File: config.mk
export PLATFORM = sky130hd
export DESIGN_NAME = control_unit
export DESIGN_NICKNAME = d
export VERILOG_FILES = /design/src/source/avr_pkg.sv /design/src/source/control_unit.sv
export VERILOG_INCLUDE_DIRS = /design/src /design/src/source
export SDC_FILE = /design/constraint.sdc
export NUM_CORES = 1
export LEC_CHECK = 0
export ABC_AREA = 0
export BUFFER_PORTS_ARGS = -buffer_cell sky130_fd_sc_hd__clkbuf_2
export CORE_MARGIN = 8
export CORE_UTILIZATION = 47
export CTS_BUF_LIST = sky130_fd_sc_hd__clkbuf_8
export CTS_CLUSTER_SIZE = 30
export DETAILED_ROUTE_END_ITERATION = 7
export GPL_ROUTABILITY_DRIVEN = 0
export PLACE_DENSITY = 0.91
export SLEW_MARGIN = 20
export SYNTH_ARGS = -nofsm -noshare
export SYNTH_HDL_FRONTEND = slang
export SYNTH_SLANG_ARGS = --single-unit
File: constraint.sdc
create_clock -name osc_clk -period 8.2 [get_ports osc_clk]
set_input_delay 1.64 -clock osc_clk [delete_from_list [all_inputs] [get_ports osc_clk]]
set_output_delay 1.64 -clock osc_clk [all_outputs]
set_load 0.02 [all_outputs]
File: src/source/avr_core_cfg.svh
/*
 * avr core configuration
 * Widths, memory depths and I/O register addresses shared by the core.
 */
`ifndef AVR_CORE_CFG_SVH
`define AVR_CORE_CFG_SVH

`define AVR_DATA_W   8
`define AVR_INSTR_W  16
`define AVR_PC_W     10
`define AVR_DMEM_AW  7
`define AVR_IO_AW    6
`define AVR_REG_AW   5

// low I/O space, one word each
`define AVR_IO_DDRA  6'h01
`define AVR_IO_PORTA 6'h02
`define AVR_IO_PINB  6'h03
`define AVR_IO_TCCR0 6'h24
`define AVR_IO_TCNT0 6'h26
`define AVR_IO_OCR0A 6'h27
`define AVR_IO_OCR0B 6'h28

`endif

File: src/source/avr_pkg.sv
/*
 * avr_pkg
 * Instruction views, ALU operations, status flags and the
 * programming and bus request structs of the core.
 */
`include "avr_core_cfg.svh"

package avr_pkg;

    // two-register format, also used by inc/dec/ld/st
    typedef struct packed {
        logic [5:0] opcode;
        logic       r_hi;
        logic [4:0] d;
        logic [3:0] r_lo;
    } reg_reg_t;

    typedef struct packed {
        logic [3:0] opcode;
        logic [3:0] k_hi;
        logic [3:0] d;      // r16..r31
        logic [3:0] k_lo;
    } imm_t;

    typedef struct packed {
        logic [4:0] opcode;
        logic [1:0] a_hi;
        logic [4:0] d;
        logic [3:0] a_lo;
    } io_t;

    typedef struct packed {
        logic [1:0] clr;    // 00 branch if set, 01 branch if clear
        logic [6:0] k7;
        logic [2:0] sbit;   // sreg bit tested, 1 is Z
    } cond_br_t;

    typedef union packed {
        logic [11:0] k12;   // rjmp offset
        cond_br_t    cond;
    } br_off_u;

    typedef struct packed {
        logic [3:0] opcode;
        br_off_u    off;
    } branch_t;

    typedef union packed {
        reg_reg_t reg_reg;
        imm_t     imm;
        io_t      io;
        branch_t  branch;
    } instr_u;

    typedef enum logic [3:0] {
        ALU_ADD,
        ALU_ADC,
        ALU_SUB,
        ALU_AND,
        ALU_OR,
        ALU_EOR,
        ALU_INC,
        ALU_DEC,
        ALU_PASS
    } alu_op_e;

    typedef struct packed {
        logic v;
        logic n;
        logic z;
        logic c;
    } sreg_t;

    typedef struct packed {
        logic                    we;
        logic [`AVR_PC_W-1:0]    addr;
        logic [`AVR_INSTR_W-1:0] data;
    } prog_write_t;

    typedef struct packed {
        logic                    cs;
        logic                    we;
        logic [`AVR_DMEM_AW-1:0] addr;
        logic [`AVR_DATA_W-1:0]  wdata;
    } bus_req_t;

endpackage

File: src/source/control_unit.sv
/*
 * control_unit
 * Prescaler step strobe, program counter and status register, and a
 * FETCH/EXEC/MEM sequencer that decodes each word and drives the
 * register file, ALU, data SRAM and I/O strobes.
 */
`include "avr_core_cfg.svh"

module control_unit (
    input  logic                   osc_clk,
    input  logic                   corrected_reset,
    input  logic [2:0]             prescaler,
    output logic [`AVR_PC_W-1:0]   pc,
    input  avr_pkg::instr_u        instr,
    output logic [`AVR_REG_AW-1:0] rr_addr,
    output logic [`AVR_REG_AW-1:0] rd_addr,
    input  logic [`AVR_DATA_W-1:0] rr_data,
    input  logic [`AVR_DATA_W-1:0] rd_data,
    input  logic [`AVR_DATA_W-1:0] z_ptr,
    output logic                   reg_we,
    output logic [`AVR_REG_AW-1:0] reg_waddr,
    output logic [`AVR_DATA_W-1:0] reg_wdata,
    output avr_pkg::alu_op_e       alu_op,
    output logic [`AVR_DATA_W-1:0] alu_a,
    output logic [`AVR_DATA_W-1:0] alu_b,
    output logic                   alu_cin,
    input  logic [`AVR_DATA_W-1:0] alu_result,
    input  avr_pkg::sreg_t         alu_sreg,
    output avr_pkg::bus_req_t      dmem_req,
    input  logic [`AVR_DATA_W-1:0] dmem_rdata,
    output avr_pkg::bus_req_t      io_req,
    input  logic [`AVR_DATA_W-1:0] io_rdata
);

    typedef enum logic [1:0] {
        FETCH,
        EXEC,
        MEM
    } state_e;

    state_e               state;
    avr_pkg::sreg_t       sreg;
    logic [6:0]           ps_cnt;
    logic [6:0]           ps_mask;
    logic                 step;
    logic                 exec_step;
    logic                 is_ldi;
    logic                 is_mov;
    logic                 is_arith;
    logic                 is_ld;
    logic                 is_st;
    logic                 is_in;
    logic                 is_out;
    logic                 is_rjmp;
    logic                 is_brz;
    logic                 br_taken;
    logic [`AVR_PC_W-1:0] pc_inc;
    logic [`AVR_PC_W-1:0] pc_next;

    // step every 2^p cycles, every cycle for p = 0
    assign ps_mask   = 7'((7'd1 << prescaler) - 7'd1);
    assign step      = (ps_cnt & ps_mask) == ps_mask;
    assign exec_step = step && state == EXEC;

    assign is_ldi  = instr.imm.opcode == 4'b1110;
    assign is_mov  = instr.reg_reg.opcode == 6'b001011;
    assign is_ld   = instr.reg_reg.opcode == 6'b100000 && !instr.reg_reg.r_hi
                     && instr.reg_reg.r_lo == 4'b0000;
    assign is_st   = instr.reg_reg.opcode == 6'b100000 && instr.reg_reg.r_hi
                     && instr.reg_reg.r_lo == 4'b0000;
    assign is_in   = instr.io.opcode == 5'b10110;
    assign is_out  = instr.io.opcode == 5'b10111;
    assign is_rjmp = instr.branch.opcode == 4'b1100;
    assign is_brz  = instr.branch.opcode == 4'b1111 && !instr.branch.off.cond.clr[1]
                     && instr.branch.off.cond.sbit == 3'd1;

    // breq when clr[0] is 0, brne when 1
    assign br_taken = is_brz && (instr.branch.off.cond.clr[0] ? !sreg.z : sreg.z);

    always_comb begin
        alu_op = avr_pkg::ALU_PASS;
        case (instr.reg_reg.opcode)
            6'b000011: alu_op = avr_pkg::ALU_ADD;
            6'b000111: alu_op = avr_pkg::ALU_ADC;
            6'b000110: alu_op = avr_pkg::ALU_SUB;
            6'b001000: alu_op = avr_pkg::ALU_AND;
            6'b001001: alu_op = avr_pkg::ALU_EOR;
            6'b001010: alu_op = avr_pkg::ALU_OR;
            6'b100101: begin
                if (!instr.reg_reg.r_hi && instr.reg_reg.r_lo == 4'b0011)
                    alu_op = avr_pkg::ALU_INC;
                else if (!instr.reg_reg.r_hi && instr.reg_reg.r_lo == 4'b1010)
                    alu_op = avr_pkg::ALU_DEC;
            end
            default: ;
        endcase
    end

    assign is_arith = alu_op != avr_pkg::ALU_PASS;

    // ldi and mov go through the alu as pass
    assign rd_addr = instr.reg_reg.d;
    assign rr_addr = {instr.reg_reg.r_hi, instr.reg_reg.r_lo};
    assign alu_a   = rd_data;
    assign alu_b   = is_ldi ? {instr.imm.k_hi, instr.imm.k_lo} : rr_data;
    assign alu_cin = sreg.c;

    assign reg_we    = step && ((state == EXEC && (is_ldi || is_mov || is_arith))
                                || state == MEM);
    assign reg_waddr = is_ldi ? {1'b1, instr.imm.d} : instr.reg_reg.d;
    assign reg_wdata = (state == MEM) ? (is_in ? io_rdata : dmem_rdata) : alu_result;

    always_comb begin
        dmem_req       = '0;
        dmem_req.cs    = exec_step && (is_ld || is_st);
        dmem_req.we    = exec_step && is_st;
        dmem_req.addr  = z_ptr[`AVR_DMEM_AW-1:0];
        dmem_req.wdata = rd_data;
        io_req         = '0;
        io_req.cs      = exec_step && (is_in || is_out);
        io_req.we      = exec_step && is_out;
        io_req.addr    = {{(`AVR_DMEM_AW - `AVR_IO_AW){1'b0}}, instr.io.a_hi, instr.io.a_lo};
        io_req.wdata   = rd_data;
    end

    assign pc_inc = pc + 1'b1;

    always_comb begin
        pc_next = pc_inc;
        if (is_rjmp)
            pc_next = pc_inc + instr.branch.off.k12[`AVR_PC_W-1:0];
        else if (br_taken)
            pc_next = pc_inc + {{(`AVR_PC_W - 7){instr.branch.off.cond.k7[6]}},
                                instr.branch.off.cond.k7};
    end

    always_ff @(posedge osc_clk or posedge corrected_reset) begin
        if (corrected_reset) begin
            ps_cnt <= '0;
            state  <= FETCH;
            pc     <= '0;
            sreg   <= '0;
        end else begin
            ps_cnt <= ps_cnt + 7'd1;
            if (step) begin
                case (state)
                    FETCH: state <= EXEC;   // rom output settles on pc
                    EXEC: begin
                        if (is_arith)
                            sreg <= alu_sreg;
                        if (is_ld || is_in) begin
                            state <= MEM;   // hold pc so instr stays valid
                        end else begin
                            state <= FETCH;
                            pc    <= pc_next;
                        end
                    end
                    MEM: begin
                        state <= FETCH;
                        pc    <= pc_inc;
                    end
                    default: state <= FETCH;
                endcase
            end
        end
    end

    // data memory and I/O never share a cycle
    bus_exclusive: assert property (@(posedge osc_clk) disable iff (corrected_reset)
        !(dmem_req.cs && io_req.cs));

endmodule

==> impl_metrics.toml <==
[status]
status = "complete, no violations"

[worst_setup_path]
cp_num_buf_inv = 2
critPathMaxStageDelay_ps = 560
cp_max_fo = 9
cp_top_family = "simple AND/OR/NAND/NOR gates"
setup.worst_path.start_class = "primary input"
crit_path_frequent_cell = "clkbuf_2"
path_cells = "clkbuf_2 > nor2b_1 > o221ai_1 > o211ai_2 > or3b_2 > nor4_1 > and2_2 > clkbuf_2"
slowest_stage = "or3b_2"
cp-end-kind = "output pin"
worstSetupPathType = "in -> out"
crit_required_ps = 6560
arrival_ps = 3660

[route]
met2_length_um = 4220
dr_wl_met3_um = 790
dr.pass1.iters = 4
wl_per_cell_um = 17.4
wl_met1_um = 3590
drtIter0Drc = 172
vias = 2966
detail-route-antenna-nets = 0
drc_errors = 0
viasPerCell = 5.84
top_layer_used = "met4"
drt_wl_total_um = 8820

[timing]
finalCriticalPeriod_ps = 5300
fmax_mhz = 189
fin_ws_ps = 2900
tns_ps = 0
rsz0062_at_grt = "false"
maxSlewHeadroom_pct = 35.6
setup_viol = 0
tightest_slew_ps = 962
hold_viol = 0
maxSlewViolCount = 0
clock_skew_ps = 1.47
period_share_pct = 64.7

[logic_synthesis]
ys_seq_elements = 21
synth-xor-area-share_pct = 8.21
synth_area_leaders = "dfrtp_1, buf_4, ha_1"
synth_top_cell_area_share_pct = 17.0
synth_top_family_by_area = "compound AO/OA/AOI/OAI gates"
asyncSetResetFlopFracSynth_pct = 100
synth_warnings = 0
synth_enable_flop_cells = 0
synthFlopType = "dfrtp_1"
yosys.cell_types.count = 64
avgSynthCellArea_um2 = 8.12
syn-cell-area_um2 = 3090
synthSimpleGateAreaFrac_pct = 19.1
synth_adder_area_share_pct = 9.39
synth_compound_area_share_pct = 23.2
muxShareOfSynthArea_pct = 6.55
syn_inst = 381
synth_top_area_cell = "dfrtp_1"
ys_seq_area_share_pct = 17.0
syn_nets = 476

[power]
powerDensity_nw_per_um2 = 227
power.share.sequential_pct = 21.3
ir_worst_vdd_mv = 0.107
fin_total_pwr_mw = 0.757
power.switching_mw = 0.376
leakage_nw = 1.60
p_comb_share_pct = 70.0
internal_power_mw = 0.381
swShare_pct = 49.7
clkPwrFrac_pct = 8.7

[job]
cap_viol_max_count = 0

[clock_network]
max-clock-path-buffers = 2
numCtsBuffers = 3
cts_tree = "done"
clkTransAtPathRegs_ps = 70
cts_setup_buffers = 0
ctsHtreeMaxLevel = 1
cts-resized-gates = 0
clockRootBuffer = "clkbuf_8"
insertion_delay_ps = 260
cts-hold-fix-buffers = 0
clock_sinks = 21

[die]
core_um2 = 6350
dieArea_um2 = 9430
rows = 29
initial_core_util_pct = 48.7
io_pins = 162
die_x_um = 97.1
die_h_um = 97.1

[finish]
regArea_um2 = 526
final_common_cell = "clkbuf_2"
layout-drive-gt1-share_pct = 32.9
fin_nets = 527
multi_input_area_um2 = 2060
design_area_um2 = 3330
final_cell_mix = "clkbuf_2, nand2_1, o21ai_0"
antennaDiodeCount = 0
area_growth_pct = 7.69
nFillCells = 601
utilization_pct = 52.5

[global_routing]
antenna_found_initial = 0
grt_first_pass_wirelength_um = 14600
grt_usage_pct = 17.8
grt_start_max_net_pins = 25
grt_overflow = 0
grt_pass1_vias = 3034

[place]
placed_area_um2 = 3280
place_ws_ps = 2920
hpwl_um = 7180
io_buffers = 111

[hold_path]
min_path_type = "reg -> reg"
## stage by stage
stage	std cells	hold WS (ps)
detailed placement	504	464
CTS	508	480
global placement	504	460
floorplan	381	442
global route	508	489
finish	508	482
## cell families (layout without fill, tap and decap cells)
logic type,after synthesis,after routing
DFF,21,21
muxes,19,19
xor gates and xnor gates,29,29
and+or+nand+nor,106,106
other,1,1
AOI/OAI and AO/OA,106,106
adders and majority gates,22,22
buffers and inverters,77,127
## power by group through the flow
stage          Combinational [mW]  Sequential [mW]  Clock [mW]
6_report                    0.529            0.161      0.0659
5_1_grt                     0.586            0.166      0.0733
4_1_cts                     0.522            0.161      0.0685
3_5_place_dp                0.519            0.163           0
3_3_place_gp                0.500            0.161           0
2_1_floorplan               0.398            0.179           0
## synthesized netlist by cell type, types with 5 or more instances
cell,count
a21oi_1,21
clkbuf_1,9
dfrtp_1,21
nand3_1,10
xor2_1,10
inv_1,12
nand2_1,26
mux2_2,10
nor2b_1,5
nand2b_1,6
buf_4,54
xnor2_1,19
ha_1,20
o21a_1,5
nor2_1,16
and3_1,6
o21ai_0,25
a21o_1,5
mux2i_1,9
o22ai_1,9
nor3_1,5
## area by class of cell
type	count	share of cell area [%]
multi-input cells	283	61.9
repair buffers	111	16.7
flip-flops and latches	21	15.8
well taps	77	2.89
inverters	12	1.35
clock buffers	3	1.24
clock inverters	1	0.113
## registers in the layout (all words and copies together) (netlist names)
name	flops
ps_cnt	7
pc	10
state	2
sreg	1
alu_cin	1
## layer usage
layer	vias to the layer above	GRT usage [%]
met5	-	0
met4	0	5.80
met3	23	5.12
met2	147	30.5
met1	1364	20.8
li1	1432	-
## path summary, 6_finish.rpt
check,startpoint,cells after the start,end,slack (ps)
worst max register to register,pc[0]$_DFFE_PP0P_,12,pc[9]$_DFFE_PP0P_,4820
min in group asynchronous,corrected_reset,2,ps_cnt[0]$_DFF_PP0_,1510
worst min-delay path,ps_cnt[6]$_DFF_PP0_,1,ps_cnt[6]$_DFF_PP0_,480
max in group asynchronous,corrected_reset,2,sreg[1]$_DFFE_PP0P_,6190
worst max-delay path,prescaler[2],8,io_req[15],2900
worst min register to register,ps_cnt[6]$_DFF_PP0_,1,ps_cnt[6]$_DFF_PP0_,480
(Power assumes the default switching activity.)
