### config.mk
export PLATFORM = sky130hd
export DESIGN_NAME = alu
export DESIGN_NICKNAME = d
export VERILOG_FILES = /design/src/source/avr_pkg.sv /design/src/source/alu.sv
export VERILOG_INCLUDE_DIRS = /design/src /design/src/source
export SDC_FILE = /design/constraint.sdc
export NUM_CORES = 1
export LEC_CHECK = 0
export BUFFER_PORTS_ARGS = -buffer_cell sky130_fd_sc_hd__buf_2
export CAP_MARGIN = 20
export CORE_MARGIN = 4
export CORE_UTILIZATION = 30
export DETAILED_ROUTE_END_ITERATION = 12
export PLACE_DENSITY_LB_ADDON = 0.15
export SETUP_SLACK_MARGIN = 0.05
export SYNTH_ARGS = -nofsm -noshare
export SYNTH_HDL_FRONTEND = slang
export SYNTH_SLANG_ARGS = --single-unit
### constraint.sdc
create_clock -name vclk -period 3.01
set_input_delay 0 -clock vclk [all_inputs]
set_output_delay 0 -clock vclk [all_outputs]
set_load 0.01 [all_outputs]
### src/source/avr_core_cfg.svh
/*
 * avr core configuration
 * Widths, memory depths and I/O register addresses shared by the core.
 */
`ifndef AVR_CORE_CFG_SVH
`define AVR_CORE_CFG_SVH

`define AVR_DATA_W   8
`define AVR_INSTR_W  16
`define AVR_PC_W     10
`define AVR_DMEM_AW  7
`define AVR_IO_AW    6
`define AVR_REG_AW   5

// low I/O space, one word each
`define AVR_IO_DDRA  6'h01
`define AVR_IO_PORTA 6'h02
`define AVR_IO_PINB  6'h03
`define AVR_IO_TCCR0 6'h24
`define AVR_IO_TCNT0 6'h26
`define AVR_IO_OCR0A 6'h27
`define AVR_IO_OCR0B 6'h28

`endif

### src/source/avr_pkg.sv
/*
 * avr_pkg
 * Instruction views, ALU operations, status flags and the
 * programming and bus request structs of the core.
 */
`include "avr_core_cfg.svh"

package avr_pkg;

    // two-register format, also used by inc/dec/ld/st
    typedef struct packed {
        logic [5:0] opcode;
        logic       r_hi;
        logic [4:0] d;
        logic [3:0] r_lo;
    } reg_reg_t;

    typedef struct packed {
        logic [3:0] opcode;
        logic [3:0] k_hi;
        logic [3:0] d;      // r16..r31
        logic [3:0] k_lo;
    } imm_t;

    typedef struct packed {
        logic [4:0] opcode;
        logic [1:0] a_hi;
        logic [4:0] d;
        logic [3:0] a_lo;
    } io_t;

    typedef struct packed {
        logic [1:0] clr;    // 00 branch if set, 01 branch if clear
        logic [6:0] k7;
        logic [2:0] sbit;   // sreg bit tested, 1 is Z
    } cond_br_t;

    typedef union packed {
        logic [11:0] k12;   // rjmp offset
        cond_br_t    cond;
    } br_off_u;

    typedef struct packed {
        logic [3:0] opcode;
        br_off_u    off;
    } branch_t;

    typedef union packed {
        reg_reg_t reg_reg;
        imm_t     imm;
        io_t      io;
        branch_t  branch;
    } instr_u;

    typedef enum logic [3:0] {
        ALU_ADD,
        ALU_ADC,
        ALU_SUB,
        ALU_AND,
        ALU_OR,
        ALU_EOR,
        ALU_INC,
        ALU_DEC,
        ALU_PASS
    } alu_op_e;

    typedef struct packed {
        logic v;
        logic n;
        logic z;
        logic c;
    } sreg_t;

    typedef struct packed {
        logic                    we;
        logic [`AVR_PC_W-1:0]    addr;
        logic [`AVR_INSTR_W-1:0] data;
    } prog_write_t;

    typedef struct packed {
        logic                    cs;
        logic                    we;
        logic [`AVR_DMEM_AW-1:0] addr;
        logic [`AVR_DATA_W-1:0]  wdata;
    } bus_req_t;

endpackage

### src/source/alu.sv
/*
 * alu
 * 8-bit arithmetic and logic unit producing the Z, N, V and C flags.
 */
`include "avr_core_cfg.svh"

module alu (
    input  avr_pkg::alu_op_e       op,
    input  logic [`AVR_DATA_W-1:0] a,
    input  logic [`AVR_DATA_W-1:0] b,
    input  logic                   carry_in,
    output logic [`AVR_DATA_W-1:0] result,
    output avr_pkg::sreg_t         flags
);

    localparam int W = `AVR_DATA_W;

    logic [W:0] sum;   // carry or borrow in the top bit

    always_comb begin
        sum     = '0;
        flags.c = carry_in;
        flags.v = 1'b0;
        case (op)
            avr_pkg::ALU_ADD, avr_pkg::ALU_ADC: begin
                sum = {1'b0, a} + {1'b0, b}
                      + {{W{1'b0}}, op == avr_pkg::ALU_ADC && carry_in};
                flags.c = sum[W];
                flags.v = (a[W-1] == b[W-1]) && (sum[W-1] != a[W-1]);
            end
            avr_pkg::ALU_SUB: begin
                sum     = {1'b0, a} - {1'b0, b};
                flags.c = sum[W];
                flags.v = (a[W-1] != b[W-1]) && (sum[W-1] != a[W-1]);
            end
            avr_pkg::ALU_AND: sum = {1'b0, a & b};
            avr_pkg::ALU_OR:  sum = {1'b0, a | b};
            avr_pkg::ALU_EOR: sum = {1'b0, a ^ b};
            avr_pkg::ALU_INC: begin
                sum     = {1'b0, a + 1'b1};
                flags.v = a == {1'b0, {(W-1){1'b1}}};   // 0x7f wraps
            end
            avr_pkg::ALU_DEC: begin
                sum     = {1'b0, a - 1'b1};
                flags.v = a == {1'b1, {(W-1){1'b0}}};   // 0x80 wraps
            end
            default: sum = {1'b0, b};
        endcase
        result  = sum[W-1:0];
        flags.z = result == '0;
        flags.n = result[W-1];
    end

endmodule

==> results_tabular.tex, run 1 <==
\begin{tabular}{lr}
\hline
Metric & Value \\
\hline
\multicolumn{2}{l}{\textbf{Global routing}} \\
\quad Antenna violations before repair & 0 \\
\quad Total Routing Usage GR & 0.1490 \\
\quad Number of global-route vias before repair & approximately 1700 \\
\quad Overflow left after global routing & 0 \\
\quad Largest net degree at the start of global routing & 21 \\
\quad Global-route wire length before repair & roughly 8.8 mm \\
\multicolumn{2}{l}{\textbf{Yosys}} \\
\quad Cells after Synth & 234 \\
\quad Syn\_area\_per\_cell & about 7 um2 \\
\quad Unique masters post-synth & 54 \\
\quad Post-Syn Area & 1687 um2 \\
\quad Share of synthesized area occupied by flip-flops and latches & 0 \\
\quad Warnings, synthesis & 0 \\
\quad Number of nets in the synthesized netlist & 283 \\
\multicolumn{2}{l}{\textbf{Layout}} \\
\quad \# nets final & $\sim$310 \\
\quad Ant. Diodes & 0 \\
\quad Layout overhead on the synthesized area & 15.28\% \\
\quad Fraction of layout cells with a size suffix above 1 & 0.2281 \\
\quad Total number of sequential cells & 0 \\
\quad Most used cells in the layout excluding fill and tap cells & buf\_2, ha\_1, inv\_1, nand2\_1, nor2\_1 \\
\quad Count of clock-net buffers in the final layout & 0 \\
\quad Commonest non-fill, non-tap cell in the layout & buf\_2 \\
\quad Area used by sequential logic in the layout & 0 um2 \\
\quad Filler cell count in the final layout & 624 \\
\multicolumn{2}{l}{\textbf{Setup path}} \\
\quad Largest fanout of any net on the critical path & 18 \\
\quad Max incr delay on CP & approximately 0.5 ns \\
\quad Cell-by-cell trace of the critical path & buf\_2, buf\_4, nand4b\_4, xnor2\_1, ha\_1, or4\_1, mux2i\_1, xnor2\_1, a2bb2oi\_2, a22oi\_2, or4\_4, nor4\_2, buf\_2 \\
\quad Largest delay contributor family on the critical path & simple AND/OR/NAND/NOR gates \\
\quad Required @ worst endpoint & 3.01 ns \\
\quad Critical path arrival & 2.75 ns \\
\quad Cell with the largest stage delay on the worst path & or4\_1 \\
\quad Startpoint class of the critical path & input pin \\
\quad Type of the worst setup path & input pin to output pin \\
\quad Endpoint kind of the worst setup timing path & output pin \\
\quad Count of buffering cells on the critical path with inverters included & 3 \\
\multicolumn{2}{l}{\textbf{STA}} \\
\quad Setup repair after global routing missed its margin & no \\
\quad Number of setup violations in the final report & 0 \\
\quad Actual slew at the worst max-slew pin & between 0.6 and 0.7 ns \\
\quad Number of pins exceeding their max-slew limit in the final report & 0 \\
\quad Number of hold-slack violations in the final timing report & 0 \\
\quad Final critical-path required period & 2.749 ns \\
\quad Aggregate negative setup slack & 0 ns \\
\quad Maximum achievable frequency & about 360 MHz \\
\quad Max-Slew Margin vs Limit & 0.5801 \\
\quad Share of the clock period used by the worst path after layout & 0.9132 \\
\multicolumn{2}{l}{\textbf{Routing}} \\
\quad DR WL/cell & between 15 and 20 um \\
\quad Detailed-router iteration count before antenna repair & 4 \\
\quad Total via count in the routed design & 1816 \\
\quad ANT nets after route & 0 \\
\quad Number of design rule violations left after detail routing & 0 \\
\quad First-iteration detailed-routing DRC count & 140 \\
\quad Total wire length & between 5 and 6 mm \\
\quad Routed via count divided by cell count & 5.421 \\
\multicolumn{2}{l}{\textbf{Placed design}} \\
\quad Routability-driven placement congestion ratio & 0.8445 \\
\quad Number of I/O port buffers & 33 \\
\quad Half-perimeter wire length after placement & approximately 4.4 mm \\
\multicolumn{2}{l}{\textbf{Die}} \\
\quad Die extent in y & 82.98 um \\
\quad Standard-cell row count & 27 \\
\quad Starting density of the core & 0.3082 \\
\quad Die Area & slightly below 7000 um2 \\
\quad I/O pins & 33 \\
\quad DIE WIDTH & about 83 um \\
\quad Area of the placeable core & around 5500 um2 \\
\multicolumn{2}{l}{\textbf{Pwr}} \\
\quad Leakage component of the power & between 0.0008 and 0.0009 uW \\
\quad IR drop worst, VDD & 0.00006082 V \\
\quad Power density of the placed cells & about 160 nW/um2 \\
\quad Total power consumption of the routed design & 316.5 uW \\
\multicolumn{2}{l}{\textbf{Clock network}} \\
\quad Post-CTS setup buffers & 0 \\
\quad Post-CTS Hold Fix Bufs & 0 \\
\quad Number of gates resized after cts & 0 \\
\multicolumn{2}{l}{\textbf{Hold path}} \\
\quad Min-Delay Path Class & input pin to output pin \\
\multicolumn{2}{l}{\textbf{Flow run}} \\
\quad Maxcap violations & 0 \\
\multicolumn{2}{l}{\textbf{Outcome}} \\
\quad Outcome & finished clean \\
\hline
\end{tabular}
[area by class of cell]
type | instances | area, um2 | share of cell area
Timing Repair Buffer | 47 | 270.3 | 0.1390
Tap cell | 72 | 90.09 | 0.04633
Inverter | 22 | 82.58 | 0.04247
Multi-Input combinational cell | 194 | 1501 | 0.7722
[worst paths after layout]
kind   from         to  slack [ns]  cells past startpoint
max   op[2]   flags[1]        0.26                     13
min    b[1]  result[1]        0.36                      4
[routing by layer]
metal  wire, um  global-route usage
met1       2692              0.2141
met5          0                   0
met2       2452              0.2544
met4         24            0.005944
met3        184             0.01190
[logic make-up (layout without fill, tap and decap cells)]
logic type | Yosys count | in the layout | synth area share
AOI/OAI and AO/OA | 70 | 70 | 0.3049
xor gates and xnor gates | 12 | 12 | 0.06232
adders and majority gates | 28 | 28 | 0.2211
buffers and inverters | 40 | 69 | 0.1187
muxes | 6 | 6 | 0.04303
and+or+nand+nor | 78 | 78 | 0.2500
[Yosys cell counts, types with 6 or more instances]
cell type	number	share of area
ha_1	25	0.19
inv_1	21	0.047
nand2_1	21	0.047
nor2_1	15	0.033
a21oi_1	12	0.036
o21ai_0	12	0.036
xnor2_1	9	0.047
nand3_1	7	0.021
nor3_1	7	0.021
buf_4	6	0.027
[report_power, final]
| part | switching, uW | total (uW) | internal (uW) | leakage (uW) |
|---|---|---|---|---|
| Sequential | 0 | 0 | 0 | 0 |
| Clock | 0 | 0 | 0 | 0 |
| Combinational | 184 | 317 | 132 | 0.000891 |
[metrics by stage]
step,hold slack [ns],area (um2),util,std cells,setup slack (ns)
floorplan,0.1605,1687,-,234,0.05435
global placement,0.3693,1929,0.3525,335,0.1567
detailed placement,0.3719,1929,0.3525,335,0.08703
CTS,0.3718,1929,0.3525,335,0.05591
global route,0.4338,1944,0.3553,335,0.06416
finish,0.3612,1944,0.3553,335,0.2614
(Power assumes the default switching activity.)
==> run 2, diff against run 1 <==
==> constraint.sdc (replaced) <==
create_clock -name vclk -period 3.6
set_input_delay 0 -clock vclk [all_inputs]
set_output_delay 0 -clock vclk [all_outputs]
set_load 0.01 [all_outputs]
==> results_tabular.tex, run 2 (same netlist as run 1, synthesis figures left out) <==
\begin{tabular}{lr}
\hline
Metric & Value \\
\hline
\multicolumn{2}{l}{\textbf{Outcome}} \\
\quad Outcome & finished clean (unchanged) \\
\multicolumn{2}{l}{\textbf{Routing}} \\
\quad Total via count in the routed design & 1742 (was 1816) \\
\quad First-iteration detailed-routing DRC count & 144 (was 140) \\
\quad Routed via count divided by cell count & 5.344 (was 5.421) \\
\quad DR WL/cell & 16.34 um (was 15.98 um) \\
\quad ANT nets after route & 0 (unchanged) \\
\quad Number of design rule violations left after detail routing & 0 (unchanged) \\
\quad Detailed-router iteration count before antenna repair & 4 (unchanged) \\
\quad Total wire length & 5.327 mm (was 5.354 mm) \\
\multicolumn{2}{l}{\textbf{Placed design}} \\
\quad Number of I/O port buffers & 33 (unchanged) \\
\quad Half-perimeter wire length after placement & 4.263 mm (was 4.369 mm) \\
\quad Routability-driven placement congestion ratio & 0.8716 (was 0.8445) \\
\multicolumn{2}{l}{\textbf{Setup path}} \\
\quad Critical Path Start & op[1] (was op[2]) \\
\quad Startpoint class of the critical path & input pin (unchanged) \\
\quad Worst setup endpoint & flags[1] (unchanged) \\
\quad Critical path arrival & 3.08 ns (was 2.75 ns) \\
\quad Required @ worst endpoint & 3.60 ns (was 3.01 ns) \\
\quad Largest fanout of any net on the critical path & 16 (was 18) \\
\quad Type of the worst setup path & input pin to output pin (unchanged) \\
\quad Endpoint kind of the worst setup timing path & output pin (unchanged) \\
\multicolumn{2}{l}{\textbf{Clock network}} \\
\quad Post-CTS setup buffers & 0 (unchanged) \\
\quad Number of gates resized after cts & 0 (unchanged) \\
\quad Post-CTS Hold Fix Bufs & 0 (unchanged) \\
\multicolumn{2}{l}{\textbf{Die}} \\
\quad Standard-cell row count & 27 (unchanged) \\
\quad Area of the placeable core & 5473 um2 (unchanged) \\
\quad Die extent in y & 82.98 um (unchanged) \\
\quad Starting density of the core & 0.3082 (unchanged) \\
\quad Die Area & 6886 um2 (unchanged) \\
\quad I/O pins & 33 (unchanged) \\
\quad DIE WIDTH & 82.98 um (unchanged) \\
\multicolumn{2}{l}{\textbf{Layout}} \\
\quad Fraction of layout cells with a size suffix above 1 & 0.1850 (was 0.2281) \\
\quad Commonest non-fill, non-tap cell in the layout & buf\_2 (unchanged) \\
\quad \# nets final & 305 (was 314) \\
\quad Area used by sequential logic in the layout & 0 um2 (unchanged) \\
\quad Filler cell count in the final layout & 633 (was 624) \\
\quad Total number of sequential cells & 0 (unchanged) \\
\quad Multi-input logic area & 1486 um2 (was 1501 um2) \\
\quad Core occupancy in the finished layout & 0.3402 (was 0.3553) \\
\quad Layout overhead on the synthesized area & 10.39\% (was 15.28\%) \\
\quad Count of clock-net buffers in the final layout & 0 (unchanged) \\
\quad Ant. Diodes & 0 (unchanged) \\
\quad Most used cells in the layout excluding fill and tap cells & buf\_2, ha\_1, inv\_1, nand2\_1, nor2\_1 (unchanged) \\
\multicolumn{2}{l}{\textbf{Pwr}} \\
\quad Power density of the placed cells & 135.8 nW/um2 (was 162.8 nW/um2) \\
\quad Leakage component of the power & 0.0008457 uW (was 0.0008914 uW) \\
\quad IR drop worst, VDD & 0.00003483 V (was 0.00006082 V) \\
\multicolumn{2}{l}{\textbf{STA}} \\
\quad Max-Slew Margin vs Limit & 0.5672 (was 0.5801) \\
\quad Number of hold-slack violations in the final timing report & 0 (unchanged) \\
\quad Maximum achievable frequency & 324.6 MHz \\
\quad Final critical-path required period & just over 3 ns \\
\quad Aggregate negative setup slack & 0 ns (unchanged) \\
\quad Number of pins exceeding their max-slew limit in the final report & 0 (unchanged) \\
\quad Actual slew at the worst max-slew pin & 0.6391 ns (was 0.6200 ns) \\
\quad Setup repair after global routing missed its margin & no (unchanged) \\
\quad Number of setup violations in the final report & 0 (unchanged) \\
\quad Share of the clock period used by the worst path after layout & 0.8558 \\
\multicolumn{2}{l}{\textbf{Flow run}} \\
\quad Maxcap violations & 0 (unchanged) \\
\multicolumn{2}{l}{\textbf{Global routing}} \\
\quad Overflow left after global routing & 0 (unchanged) \\
\quad Antenna violations before repair & 0 (unchanged) \\
\quad Number of global-route vias before repair & 1700 (was 1733) \\
\quad Total Routing Usage GR & 0.1458 (was 0.1490) \\
\quad Global-route wire length before repair & 8.652 mm (was 8.825 mm) \\
\quad Largest net degree at the start of global routing & 22 (was 21) \\
\multicolumn{2}{l}{\textbf{Hold path}} \\
\quad Min-Delay Path Class & input pin to output pin (unchanged) \\
\hline
\end{tabular}
## run 2: cell types whose count changed in the layout (fill, tap and decap cells not counted), sizes merged
cell  delta
buf      -9
## run 2: critical path: stages
cell	delay [ns]
buf_2	0.20
nor3_1	0.28
nand3_1	0.13
fa_1	0.44
fa_1	0.41
nand2b_1	0.16
a21oi_1	0.23
o221ai_1	0.16
a2bb2oi_2	0.16
a22oi_2	0.07
or4_1	0.53
nor4_2	0.14
buf_2	0.17
## run 2: worst min-delay path by stage
stage	from	endpoint	slack (ns)	cells after the start
floorplan	b[3]	result[3]	0.16	2
global placement	b[1]	result[1]	0.36	4
detailed placement	b[1]	result[1]	0.36	4
CTS	b[1]	result[1]	0.36	4
global route	b[1]	result[1]	0.41	4
finish	b[1]	result[1]	0.36	4
## run 2: layer usage
| layer | part of all wire | track usage | wire (um) |
|---|---|---|---|
| met1 | 0.48 | 0.2058 | 2566 |
| met2 | 0.46 | 0.2471 | 2462 |
| met3 | 0.051 | 0.01488 | 271 |
| met4 | 0.0051 | 0.01337 | 27 |
| met5 | 0 | 0 | 0 |
## run 2: stage by stage
step / instances / area, um2 / setup WS [ns] / total power (uW) / hold WS, ns
after floorplan: 234 / 1687 / 0.6444 / 183.2 / 0.1605
after global placement: 326 / 1862 / 0.5676 / 254.8 / 0.3613
after detailed placement: 326 / 1862 / 0.5392 / 252.4 / 0.3607
after CTS: 326 / 1862 / 0.5066 / 253.8 / 0.3620
after global routing: 326 / 1862 / 0.3028 / 281.7 / 0.4094
final: 326 / 1862 / 0.5191 / 252.8 / 0.3567
## run 2: where the power goes
part           switching (uW)  internal, uW
logic                     151           102
clock network               0             0
registers                   0             0
## run 2: area by class of cell
type,count,area share
multi-input combinational,194,0.7984
timing repair buffer,38,0.1089
tap,72,0.04839
inverter,22,0.04435
