$ cat config.mk
export PLATFORM = sky130hd
export DESIGN_NAME = io_block
export DESIGN_NICKNAME = d
export VERILOG_FILES = /design/src/source/avr_pkg.sv /design/src/source/io_block.sv
export VERILOG_INCLUDE_DIRS = /design/src /design/src/source
export SDC_FILE = /design/constraint.sdc
export NUM_CORES = 1
export LEC_CHECK = 0
export BUFFER_PORTS_ARGS = -buffer_cell sky130_fd_sc_hd__buf_2
export CORE_ASPECT_RATIO = 0.5
export CORE_MARGIN = 2
export CORE_UTILIZATION = 35
export DETAILED_ROUTE_END_ITERATION = 6
export SYNTH_ARGS = -nofsm -noshare
export SYNTH_HDL_FRONTEND = slang
export SYNTH_SLANG_ARGS = --single-unit
$ cat constraint.sdc
create_clock -name osc_clk -period 3.25 [get_ports osc_clk]
set_input_delay 0.1625 -clock osc_clk [delete_from_list [all_inputs] [get_ports osc_clk]]
set_output_delay 0.1625 -clock osc_clk [all_outputs]
set_load 0.005 [all_outputs]
$ cat src/source/avr_core_cfg.svh
/*
 * avr core configuration
 * Widths, memory depths and I/O register addresses shared by the core.
 */
`ifndef AVR_CORE_CFG_SVH
`define AVR_CORE_CFG_SVH

`define AVR_DATA_W   8
`define AVR_INSTR_W  16
`define AVR_PC_W     10
`define AVR_DMEM_AW  7
`define AVR_IO_AW    6
`define AVR_REG_AW   5

// low I/O space, one word each
`define AVR_IO_DDRA  6'h01
`define AVR_IO_PORTA 6'h02
`define AVR_IO_PINB  6'h03
`define AVR_IO_TCCR0 6'h24
`define AVR_IO_TCNT0 6'h26
`define AVR_IO_OCR0A 6'h27
`define AVR_IO_OCR0B 6'h28

`endif

$ cat src/source/avr_pkg.sv
/*
 * avr_pkg
 * Instruction views, ALU operations, status flags and the
 * programming and bus request structs of the core.
 */
`include "avr_core_cfg.svh"

package avr_pkg;

    // two-register format, also used by inc/dec/ld/st
    typedef struct packed {
        logic [5:0] opcode;
        logic       r_hi;
        logic [4:0] d;
        logic [3:0] r_lo;
    } reg_reg_t;

    typedef struct packed {
        logic [3:0] opcode;
        logic [3:0] k_hi;
        logic [3:0] d;      // r16..r31
        logic [3:0] k_lo;
    } imm_t;

    typedef struct packed {
        logic [4:0] opcode;
        logic [1:0] a_hi;
        logic [4:0] d;
        logic [3:0] a_lo;
    } io_t;

    typedef struct packed {
        logic [1:0] clr;    // 00 branch if set, 01 branch if clear
        logic [6:0] k7;
        logic [2:0] sbit;   // sreg bit tested, 1 is Z
    } cond_br_t;

    typedef union packed {
        logic [11:0] k12;   // rjmp offset
        cond_br_t    cond;
    } br_off_u;

    typedef struct packed {
        logic [3:0] opcode;
        br_off_u    off;
    } branch_t;

    typedef union packed {
        reg_reg_t reg_reg;
        imm_t     imm;
        io_t      io;
        branch_t  branch;
    } instr_u;

    typedef enum logic [3:0] {
        ALU_ADD,
        ALU_ADC,
        ALU_SUB,
        ALU_AND,
        ALU_OR,
        ALU_EOR,
        ALU_INC,
        ALU_DEC,
        ALU_PASS
    } alu_op_e;

    typedef struct packed {
        logic v;
        logic n;
        logic z;
        logic c;
    } sreg_t;

    typedef struct packed {
        logic                    we;
        logic [`AVR_PC_W-1:0]    addr;
        logic [`AVR_INSTR_W-1:0] data;
    } prog_write_t;

    typedef struct packed {
        logic                    cs;
        logic                    we;
        logic [`AVR_DMEM_AW-1:0] addr;
        logic [`AVR_DATA_W-1:0]  wdata;
    } bus_req_t;

endpackage

$ cat src/source/io_block.sv
/*
 * io_block
 * I/O register space: port A output and direction, synchronized
 * port B inputs, and timer 0 with two compare outputs.
 */
`include "avr_core_cfg.svh"

module io_block (
    input  logic                   osc_clk,
    input  logic                   corrected_reset,
    input  avr_pkg::bus_req_t      req,
    output logic [`AVR_DATA_W-1:0] rdata,
    input  logic [`AVR_DATA_W-1:0] pin_b,
    output logic [`AVR_DATA_W-1:0] port_a_out,
    output logic [`AVR_DATA_W-1:0] port_a_dir,
    output logic                   oc0a,
    output logic                   oc0b
);

    localparam logic [`AVR_DMEM_AW-1:0] A_PORTA = `AVR_IO_PORTA;
    localparam logic [`AVR_DMEM_AW-1:0] A_DDRA  = `AVR_IO_DDRA;
    localparam logic [`AVR_DMEM_AW-1:0] A_PINB  = `AVR_IO_PINB;
    localparam logic [`AVR_DMEM_AW-1:0] A_TCNT0 = `AVR_IO_TCNT0;
    localparam logic [`AVR_DMEM_AW-1:0] A_OCR0A = `AVR_IO_OCR0A;
    localparam logic [`AVR_DMEM_AW-1:0] A_OCR0B = `AVR_IO_OCR0B;
    localparam logic [`AVR_DMEM_AW-1:0] A_TCCR0 = `AVR_IO_TCCR0;

    logic                   wr;
    logic [`AVR_DATA_W-1:0] pinb_meta;
    logic [`AVR_DATA_W-1:0] pinb_sync;
    logic [`AVR_DATA_W-1:0] tcnt0;
    logic [`AVR_DATA_W-1:0] ocr0a;
    logic [`AVR_DATA_W-1:0] ocr0b;
    logic [`AVR_DATA_W-1:0] tccr0;

    assign wr = req.cs && req.we;

    always_ff @(posedge osc_clk or posedge corrected_reset) begin
        if (corrected_reset) begin
            port_a_out <= '0;
            port_a_dir <= '0;
            ocr0a      <= '0;
            ocr0b      <= '0;
            tccr0      <= '0;
        end else if (wr) begin
            case (req.addr)
                A_PORTA: port_a_out <= req.wdata;
                A_DDRA:  port_a_dir <= req.wdata;
                A_OCR0A: ocr0a      <= req.wdata;
                A_OCR0B: ocr0b      <= req.wdata;
                A_TCCR0: tccr0      <= req.wdata;
                default: ;
            endcase
        end
    end

    always_ff @(posedge osc_clk or posedge corrected_reset) begin
        if (corrected_reset) begin
            pinb_meta <= '0;
            pinb_sync <= '0;
            tcnt0     <= '0;
        end else begin
            pinb_meta <= pin_b;
            pinb_sync <= pinb_meta;
            if (wr && req.addr == A_TCNT0)
                tcnt0 <= req.wdata;
            else if (tccr0[0])   // bit 0 enables the count
                tcnt0 <= tcnt0 + 1'b1;
        end
    end

    always_ff @(posedge osc_clk) begin
        if (req.cs && !req.we) begin
            case (req.addr)
                A_PORTA: rdata <= port_a_out;
                A_DDRA:  rdata <= port_a_dir;
                A_PINB:  rdata <= pinb_sync;
                A_TCNT0: rdata <= tcnt0;
                A_OCR0A: rdata <= ocr0a;
                A_OCR0B: rdata <= ocr0b;
                A_TCCR0: rdata <= tccr0;
                default: rdata <= '0;
            endcase
        end
    end

    assign oc0a = tcnt0 < ocr0a;
    assign oc0b = tcnt0 < ocr0b;

endmodule

==> results of run 1 <==
[logic make-up after synthesis]
family	synth area share (%)
simple gates	9.04
flops	52.8
buf+inv	3.59
compound gates	8.96
xor+xnor	1.76
mux	18.5
fa+ha+maj	5.38
[critical path, stage by stage (launching register included)]
cell	delay, ps
dfrtp_1	510
ha_1	370
a21o_1	180
a31oi_1	120
o21ai_0	150
a221oi_1	380
buf_2	200
[sequential cells by signal, indices dropped and copies added (netlist names)]
signal and flops:
ocr0b 8, port_a_dir 8, tccr0 8, rdata 8
port_a_out 8, ocr0a 8, pinb_meta 8, tcnt0 8
pinb_sync 8
[report_power, final]
group          switching, W  internal (W)
Sequential        0.0000697      0.000970
Clock              0.000371      0.000751
Combinational      0.000138      0.000143
[stage by stage]
stage / utilization (%) / power, W / cell area (um^2) / cells / worst slack (ps)
final: 45.1 / 0.00244 / 4320 / 477 / 833
after global routing: 45.1 / 0.00255 / 4320 / 477 / 684
after CTS: 45.1 / 0.00247 / 4320 / 477 / 817
after detailed placement: 40.8 / 0.00133 / 3900 / 453 / 872
after global placement: 40.8 / 0.00131 / 3900 / 453 / 932
after floorplan: - / 0.00121 / 3490 / 274 / 1490
[per-layer routing]
| metal | track usage, % | vias to the layer above | wire, um |
|---|---|---|---|
| met5 | 0 | - | 0 |
| met3 | 5.52 | 14 | 591 |
| met4 | 7.63 | 0 | 180 |
| met2 | 29.5 | 79 | 4190 |
| met1 | 22.8 | 1217 | 4070 |
| li1 | - | 1136 | - |
[layout by cell type (no fill, tap or decap), types with 2 or more instances in the layout]
| master | n |
|---|---|
| dfrtp_1 | 64 |
| a21oi_1 | 2 |
| mux2i_1 | 12 |
| a221o_1 | 5 |
| a22oi_1 | 2 |
| buf_4 | 5 |
| a22o_1 | 5 |
| nor3_1 | 2 |
| or3_1 | 2 |
| buf_2 | 52 |
| mux2_2 | 36 |
| nand3_1 | 2 |
| a31oi_1 | 2 |
| nor2_1 | 4 |
| and3_1 | 4 |
| nand2_1 | 14 |
| dlygate4sd3_1 | 8 |
| a221oi_1 | 3 |
| nand3b_1 | 3 |
| mux2_4 | 8 |
| clkbuf_16 | 9 |
| xor2_1 | 2 |
| nand4_1 | 5 |
| edfxtp_1 | 8 |
| clkbuf_1 | 2 |
| ha_1 | 15 |
| a21o_1 | 4 |
| o22ai_1 | 5 |
| nor2b_1 | 3 |
| xnor2_1 | 5 |
| bufinv_16 | 3 |
| inv_1 | 16 |
| nand2b_1 | 2 |
| o21ai_0 | 10 |
[timing repair]
item                                   CTS  global route
buffers inserted                         0             0
endpoints found under the hold margin    8             0
hold buffers                             8             0
[layout make-up]
type | instances | share of cell area (%)
Clock inverter | 5 | 2.41
Tap cell | 135 | 3.91
Inverter | 17 | 1.48
Clock buffer | 11 | 5.39
Timing Repair Buffer | 65 | 8.75
Sequential cell | 72 | 42.7
Multi-Input combinational cell | 172 | 35.4
[final timing paths]
check / start / slack [ps] / to / cells past startpoint
setup / recovery: tcnt0[2] / 830 / oc0b / 6
hold / removal: corrected_reset / 40 / pinb_meta[0] / 2
setup reg to reg: tcnt0[1] / 1770 / rdata[1] / 3
hold reg to reg: pinb_meta[2] / 350 / pinb_sync[2] / 0
max in group asynchronous: corrected_reset / 2480 / tcnt0[4] / 3
min in group osc_clk: req[7] / 100 / ocr0a[7] / 3
==> results.md, run 1 <==
- Die X: 145 um
- H-tree Lvls: 3
- DRT iter0 DRCs: 235
- First drt pass iteration count: 4
- Worst-margin pin slew: 987 ps
- Status: finished clean
- Routed len/inst: 18.9 um
- CP endpoint kind: output pin
- Starting Density: 36.5%
- Fin Hold WS: 43.4 ps
- Max-cap violations: 0
- TNS Setup: 0 ps
- Required @ worst endpoint: 3090 ps
- Detailed-route DRC error count: 0
- Max FO, Critical Path: 8
- Largest net degree at the start of global routing: 45
- Layout cell share with drive strength beyond 1: 35.1%
- Pwr Density: 565 mW/mm^2
- Async set-or-reset flop fraction in the synthesized netlist: 88.9%
- Yosys reg bits: 72
- Final Hold Vio Count: 0
- N_diodes: 0
- CTS resizes: 0
- Area share of the largest cell type after synthesis: 45.9%
- WS Path Type: reg -> out
- Clock-pin transition on the worst setup and hold timing paths: 60 ps
- Post-route ant nets: 0
- Top cells by instance count after synthesis: dfrtp_1, mux2_2, inv_1, ha_1, nand2_1
- Site Rows: 25
- Vias in the first global route: 2595
- Hold crit path type: in -> async
- CTS tree: yes
- Final Setup Violations: 0
- Mapped Cells: 274
- Multi-input gate area: 0.00153 mm^2
- Initial antenna violation count: 0
- Die ar.: 0.0108 mm^2
- Tot GR Track Use: 18.0%
- Vias: 2446
- Yosys top cell by area: dfrtp_1
- CP arrival: 2250 ps
- I/O pins: 53
- RSZ-0062 raised after global routing: false
- First-pass GRT wire length: 14.3 mm
- Normalized max-slew margin: 34.2%
- CTS root buf: clkbuf_16
- Post-synthesis cell type count: 46
- Top FF cell, synth: dfrtp_1
- Clk_skew: 5.89 ps
- Routed vias/inst: 5.13
- Sequential Area: 0.00184 mm^2
- Worst Setup Start Kind: flip-flop
- Max Clock Freq: 0.414 GHz
- EDFF count, synth: 8
- Fillers: 906
- Tcrit/Tclk final: 74.4%
- Core footprint: 0.00957 mm^2
- Overflow after GRT: 0
- Port bufs: 52
- Syn_area_per_cell: 12.7 um^2
- Maximum VDD drop: 0.277 mV
- Synth Warn #: 0
- DP Wirelength: 6.42 mm
- Nets: 379
- Bufs on Longest Clock Path: 2
- Synthesized area: 0.00349 mm^2
- Top-count cell post-synth: dfrtp_1
- Skew-Pair Late Insertion Delay: 340 ps
- Syn Nets: 316
- Num CTS Buffers: 9
- Fin crit period: 2420 ps
- LEAKAGE: 2.10 nW
- Die H: 74.6 um
- Max-slew violations: 0
- Wirelength, routed: 9.03 mm
- Gp weighted congestion: 0.889
- Seq/Total Area, Yosys: 52.8%
- Synthesis-to-layout area growth: 23.7%
- CTS Sinks: 72
- Dominant cells by area after synthesis: dfrtp_1, mux2_2, edfxtp_1
Power figures use the tool's default switching activity.
==> run 2, diff against run 1 <==
Clock period 3.25 ns to 2 ns, I/O delays scaled along.
==> run 2 against run 1 <==
  * Core utilization rose by 1.7 points
  * Sequential share of layout area fell by 1.5 points
  * Setup slack got worse by 850 ps
  * Highest routed layer unchanged
  * Non-clock buffer count rose by 16
  * Hold slack improved by 8.6 ps
  * The run now ends with setup timing left
  * Combinational power rose by 100%
  * Register-to-register slack got worse by 1300 ps
  * Sequential power rose by 61%
  * First-iteration DRC count fell by 26%
  * Routed wire length rose by 1.2%
  * Die area did not move
  * Global-route usage fell by 0.29 points
==> results.md, run 2 (synthesis gave the netlist of run 1 again) <==
- CP arrival: 1910 ps
- Gp weighted congestion: 0.919
- Initial antenna violation count: 0
- Wirelength, routed: 9.14 mm
- Pwr Density: 886 mW/mm^2
- Power share of the clock group: 43.6%
- Die X: 145 um
- Die ar.: 0.0108 mm^2
- Clock-pin transition on the worst setup and hold timing paths: 60 ps
- RSZ-0062 raised after global routing: true
- Vias in the first global route: 2664
- CP endpoint kind: output pin
- N_diodes: 0
- Final Setup Violations: 1
- Site Rows: 25
- Most frequent cells in the layout: dfrtp_1, buf_2, mux2_2
- Failing checks: setup timing
- Worst R2R End: rdata[5]
- Setup WS post-layout: -13.9 ps
- Critical R2R Launch: tcnt0[5]
- Most common cell after layout, fill and taps aside: dfrtp_1
- DRT iter0 DRCs: 173
- Layout cell share with drive strength beyond 1: 40.8%
- Internal: 0.00297 W
- Starting Density: 36.5%
- CTS root buf: clkbuf_16
- TNS Setup: -13.9 ps
- Required @ worst endpoint: 1900 ps
- Largest net degree at the start of global routing: 37
- Clk_skew: 4.82 ps
- Routed len/inst: 18.5 um
- Worst Hold Launch: req[7]
- Post-route ant nets: 0
- Detailed-route DRC error count: 0
- Routed vias/inst: 5.07
- Core footprint: 0.00957 mm^2
- Fin crit period: 2010 ps
- Tot GR Track Use: 17.7%
- WHS Endpoint: ocr0a[7]
- Num CTS Buffers: 9
- First-pass GRT wire length: 14.4 mm
- First drt pass iteration count: 4
- Synthesis-to-layout area growth: 28.3%
- Reg2reg path depth: 3
- CTS tree: yes
- I/O pins: 53
- Overflow after GRT: 0
- Fin Hold WS: 52.0 ps
- Tcrit/Tclk final: 101%
- Fin area: 0.00448 mm^2
- Worst Setup Start Kind: flip-flop
- Hold Path Cell Cnt: 3
- Power share of the sequential group: 42.1%
- Die H: 74.6 um
- Worst-margin pin slew: 506 ps
- LEAKAGE: 2.17 nW
- Place WS: 192 ps
- Max Clock Freq: 0.497 GHz
- Status: finished, violations left
- CTS Sinks: 72
- Max FO, Critical Path: 2
- Hold crit path type: in -> reg
- WS Path Type: reg -> out
- Switch share: 25.2%
- Normalized max-slew margin: 66.2%
- Gate power share: 14.4%
- Bufs on Longest Clock Path: 2
- DP Wirelength: 6.54 mm
- H-tree Lvls: 3
- Reg-to-reg slack, setup: 500 ps
- Vias: 2500
- Maximum VDD drop: 0.423 mV
- Skew-Pair Late Insertion Delay: 340 ps
- Placed cell area: 0.00399 mm^2
- Max-slew violations: 0
- Final Hold Vio Count: 0
- Nets: 395
- Port bufs: 52
- P_sw: 0.00100 W
- Max-cap violations: 0
==> run 2: cell types whose count changed in the layout (fill, tap and decap cells not counted), moves of 2 or more <==
cell      delta
buf_4       +14
clkbuf_1     -2
ha_4         +2
ha_1         -3
o21ai_0      -2
==> run 2: worst max path at each step <==
stage | start | endpoint | slack, ps
floorplan | corrected_reset | ocr0a[0] | 300
global placement | ocr0b[2] | oc0b | 250
detailed placement | req[11] | tccr0[3] | 190
CTS | ocr0b[2] | oc0b | -20
global route | tcnt0[2] | oc0a | -70
finish | tcnt0[2] | oc0a | -10
==> run 2: critical path, cell delays in order (launching register included) <==
cell and delay [ps]:
dfrtp_1 420, buf_6 150, ha_4 230, a21o_1 150, a31oi_1 130, o21ai_1 90
a221oi_1 250, buf_2 160
==> run 2: layer usage <==
metal / routed length [um] / vias up / track usage, %
li1: - / 1166 / -
met1: 4200 / 1245 / 22.5
met4: 124 / 0 / 7.30
met3: 498 / 15 / 4.23
met2: 4310 / 74 / 29.9
met5: 0 / - / 0
==> run 2: area by class of cell <==
class | instances | area (um^2)
fill | 888 | 5090
multi-input combinational | 172 | 1580
clock inverter | 7 | 95.1
timing repair buffer | 81 | 504
clock buffer | 9 | 225
sequential | 72 | 1840
tap | 135 | 169
inverter | 17 | 63.8
==> run 2: per-stage QoR <==
stage	cells	util (%)	power, W
after detailed placement	465	41.7	0.00217
final	493	46.8	0.00397
after global routing	493	46.8	0.00414
after CTS	493	46.5	0.00398
after global placement	465	41.7	0.00214
after floorplan	274	-	0.00196
==> run 2: power by group through the flow <==
stage               sequential (W)  combinational, W  clock, W
global route               0.00168          0.000628   0.00183
detailed placement         0.00169          0.000480         0
finish                     0.00167          0.000570   0.00173
CTS                        0.00166          0.000549   0.00177
floorplan                  0.00167          0.000286         0
global placement           0.00168          0.000458         0
==> run 2: what timing repair did <==
item | in CTS | in global routing
setup endpoints to repair | 2 | 2
setup buffers | 3 | 0
pin swaps | 7 | 2
hold endpoints to repair | 36 | 0
resized for setup | 8 | 4
hold buffers | 9 | 0
==> run 3, diff against run 2 <==
Settings changed: CORE_UTILIZATION 35 to 40, PLACE_DENSITY set to 0.72.
==> run 3 against run 2 <==
  * Setup slack better by 33 ps
  * The flow now finishes without violations
  * Combinational power is 1% lower
  * Cell area is 0.89% lower
  * Final cell count is 3.9% lower
  * Critical path type unchanged
  * Maximum frequency is 1.7% higher
  * Sequential share of layout area is 0.40 points higher
  * Critical endpoint is now oc0b
  * Global-route usage is 1.9 points higher
  * Critical path depth is 1 lower
==> results.md, run 3 (synthesis gave the netlist of run 1 again) <==
- Required @ worst endpoint: 1900 ps
- I/O pins: 53
- Site Rows: 24
- Reg2reg path depth: 3
- LEAKAGE: 2.16 nW
- Starting Density: 40.6%
- Busiest grt layer: met2
- Post-route ant nets: 0
- Routed vias/inst: 5.25
- Core footprint: 0.00859 mm^2
- Wirelength, routed: 8.65 mm
- # placed instances: 446
- Status: finished clean
- Clk_skew: 4.69 ps
- Worst Hold Launch: req[7]
- Layout Utilization: 51.7%
- Die ar.: 0.00953 mm^2
- Max-cap violations: 0
- Gp weighted congestion: 0.841
- Largest net degree at the start of global routing: 65
- Initial antenna violation count: 0
- Die H: 70.0 um
- DP Wirelength: 6.31 mm
- Synthesis-to-layout area growth: 27.1%
- Fin crit period: 1980 ps
- CP arrival: 1880 ps
- Maximum VDD drop: 0.415 mV
- Power share of the clock group: 41.5%
- Final Setup Violations: 0
- Final Hold Vio Count: 0
- H-tree Lvls: 3
- First-pass GRT wire length: 14.1 mm
- Critical R2R Launch: tcnt0[1]
- DRT iter0 DRCs: 247
- Reg-to-reg slack, setup: 510 ps
- Num CTS Buffers: 9
- Bufs on Longest Clock Path: 2
- Detailed-route DRC error count: 0
- WS Path Type: reg -> out
- RSZ-0062 raised after global routing: true
- Hold Path Cell Cnt: 3
- Switch share: 24.3%
- Power share of the sequential group: 43.8%
- Routed len/inst: 18.2 um
- Max-slew violations: 0
- Gate power share: 14.7%
- Placed cell area: 0.00397 mm^2
- N_diodes: 0
- Normalized max-slew margin: 57.5%
- First drt pass iteration count: 5
- GRT met1 Usage: 25.8%
- Layout cell share with drive strength beyond 1: 40.3%
- Vias in the first global route: 2692
- Clock-pin transition on the worst setup and hold timing paths: 50 ps
- Max Clock Freq: 0.505 GHz
- CTS tree: yes
- Worst R2R End: rdata[1]
- Max FO, Critical Path: 3
- WHS Endpoint: ocr0a[7]
- Internal: 0.00291 W
- Die X: 136 um
- CTS Sinks: 72
- CP endpoint kind: output pin
- GR Util met2: 30.7%
- Worst Setup Start Kind: flip-flop
- Tot GR Track Use: 19.7%
- Skew-Pair Late Insertion Delay: 330 ps
- Port bufs: 52
- Most common cell after layout, fill and taps aside: dfrtp_1
- Overflow after GRT: 0
- Fin area: 0.00444 mm^2
- Non-Filler Instances: 474
- Nets: 394
- CTS root buf: clkbuf_16
- Hold crit path type: in -> reg
- Place WS: 116 ps
- Most frequent cells in the layout: dfrtp_1, buf_2, mux2_2
- P_sw: 0.000932 W
- Vias: 2490
- Setup WS post-layout: 19.5 ps
- Fillers: 747
- Tcrit/Tclk final: 99.0%
- Worst-margin pin slew: 636 ps
- Pwr Density: 865 mW/mm^2
- Met3 Use GR: 5.95%
## run 3: changes by cell type in the layout (fill, tap and decap cells not counted), sizes merged
| cell | before | now |
|---|---|---|
| clkbuf | 9 | 13 |
| buf | 72 | 71 |
| inv | 18 | 17 |
| clkinvlp | 1 | 0 |
| clkinv | 3 | 2 |
| bufinv | 2 | 1 |
## run 3: area by class of cell
class	count	area, um^2	area share (%)
Multi-Input combinational cell	172	1580	35.5
Tap cell	117	146	3.30
Timing Repair Buffer	80	505	11.4
Inverter	17	63.8	1.44
Clock inverter	3	40.0	0.902
Sequential cell	72	1840	41.6
Clock buffer	13	260	5.87
## run 3: what timing repair did
action | CTS | global route
hold buffers | 9 | 0
endpoints found under the setup margin | 2 | 2
resized for setup | 5 | 7
endpoints found under the hold margin | 72 | 0
buffers inserted | 1 | 2
pin swaps | 4 | 6
## run 3: power by group through the flow
stage                     clock network (W)  registers, W  logic [W]
after floorplan                           0       0.00167   0.000286
after global routing                0.00168       0.00169   0.000623
after global placement                    0       0.00169   0.000449
final                               0.00159       0.00168   0.000563
after CTS                           0.00162       0.00167   0.000521
after detailed placement                  0       0.00170   0.000475
## run 3: critical path, cell delays in order (launching register included)
cell	delay [ps]
dfrtp_2	450
ha_4	250
a21o_1	160
a31oi_2	170
o21ai_2	110
a221oi_2	250
buf_2	160
## run 3: worst max-delay path by stage
stage / end / from / depth (start not counted)
after CTS: oc0a / tcnt0[2] / 6
after detailed placement: tccr0[0] / req[11] / 5
after floorplan: ocr0a[0] / corrected_reset / 1
after global placement: tccr0[4] / req[11] / 5
final: oc0b / tcnt0[2] / 6
after global routing: oc0b / tcnt0[2] / 6
## run 3: per-stage QoR
step                hold slack (ps)  setup TNS [ps]  power [W]
floorplan                       131               0    0.00196
global placement                187               0    0.00214
detailed placement              197               0    0.00217
CTS                            39.9           -29.6    0.00382
global route                   59.1           -61.9    0.00400
finish                         39.8               0    0.00384
## run 3: per-layer routing
layer | wire length (um) | part of all wire (%)
met2 | 3980 | 46
met4 | 172 | 2.0
met5 | 0 | 0
met1 | 3980 | 46
met3 | 513 | 5.9
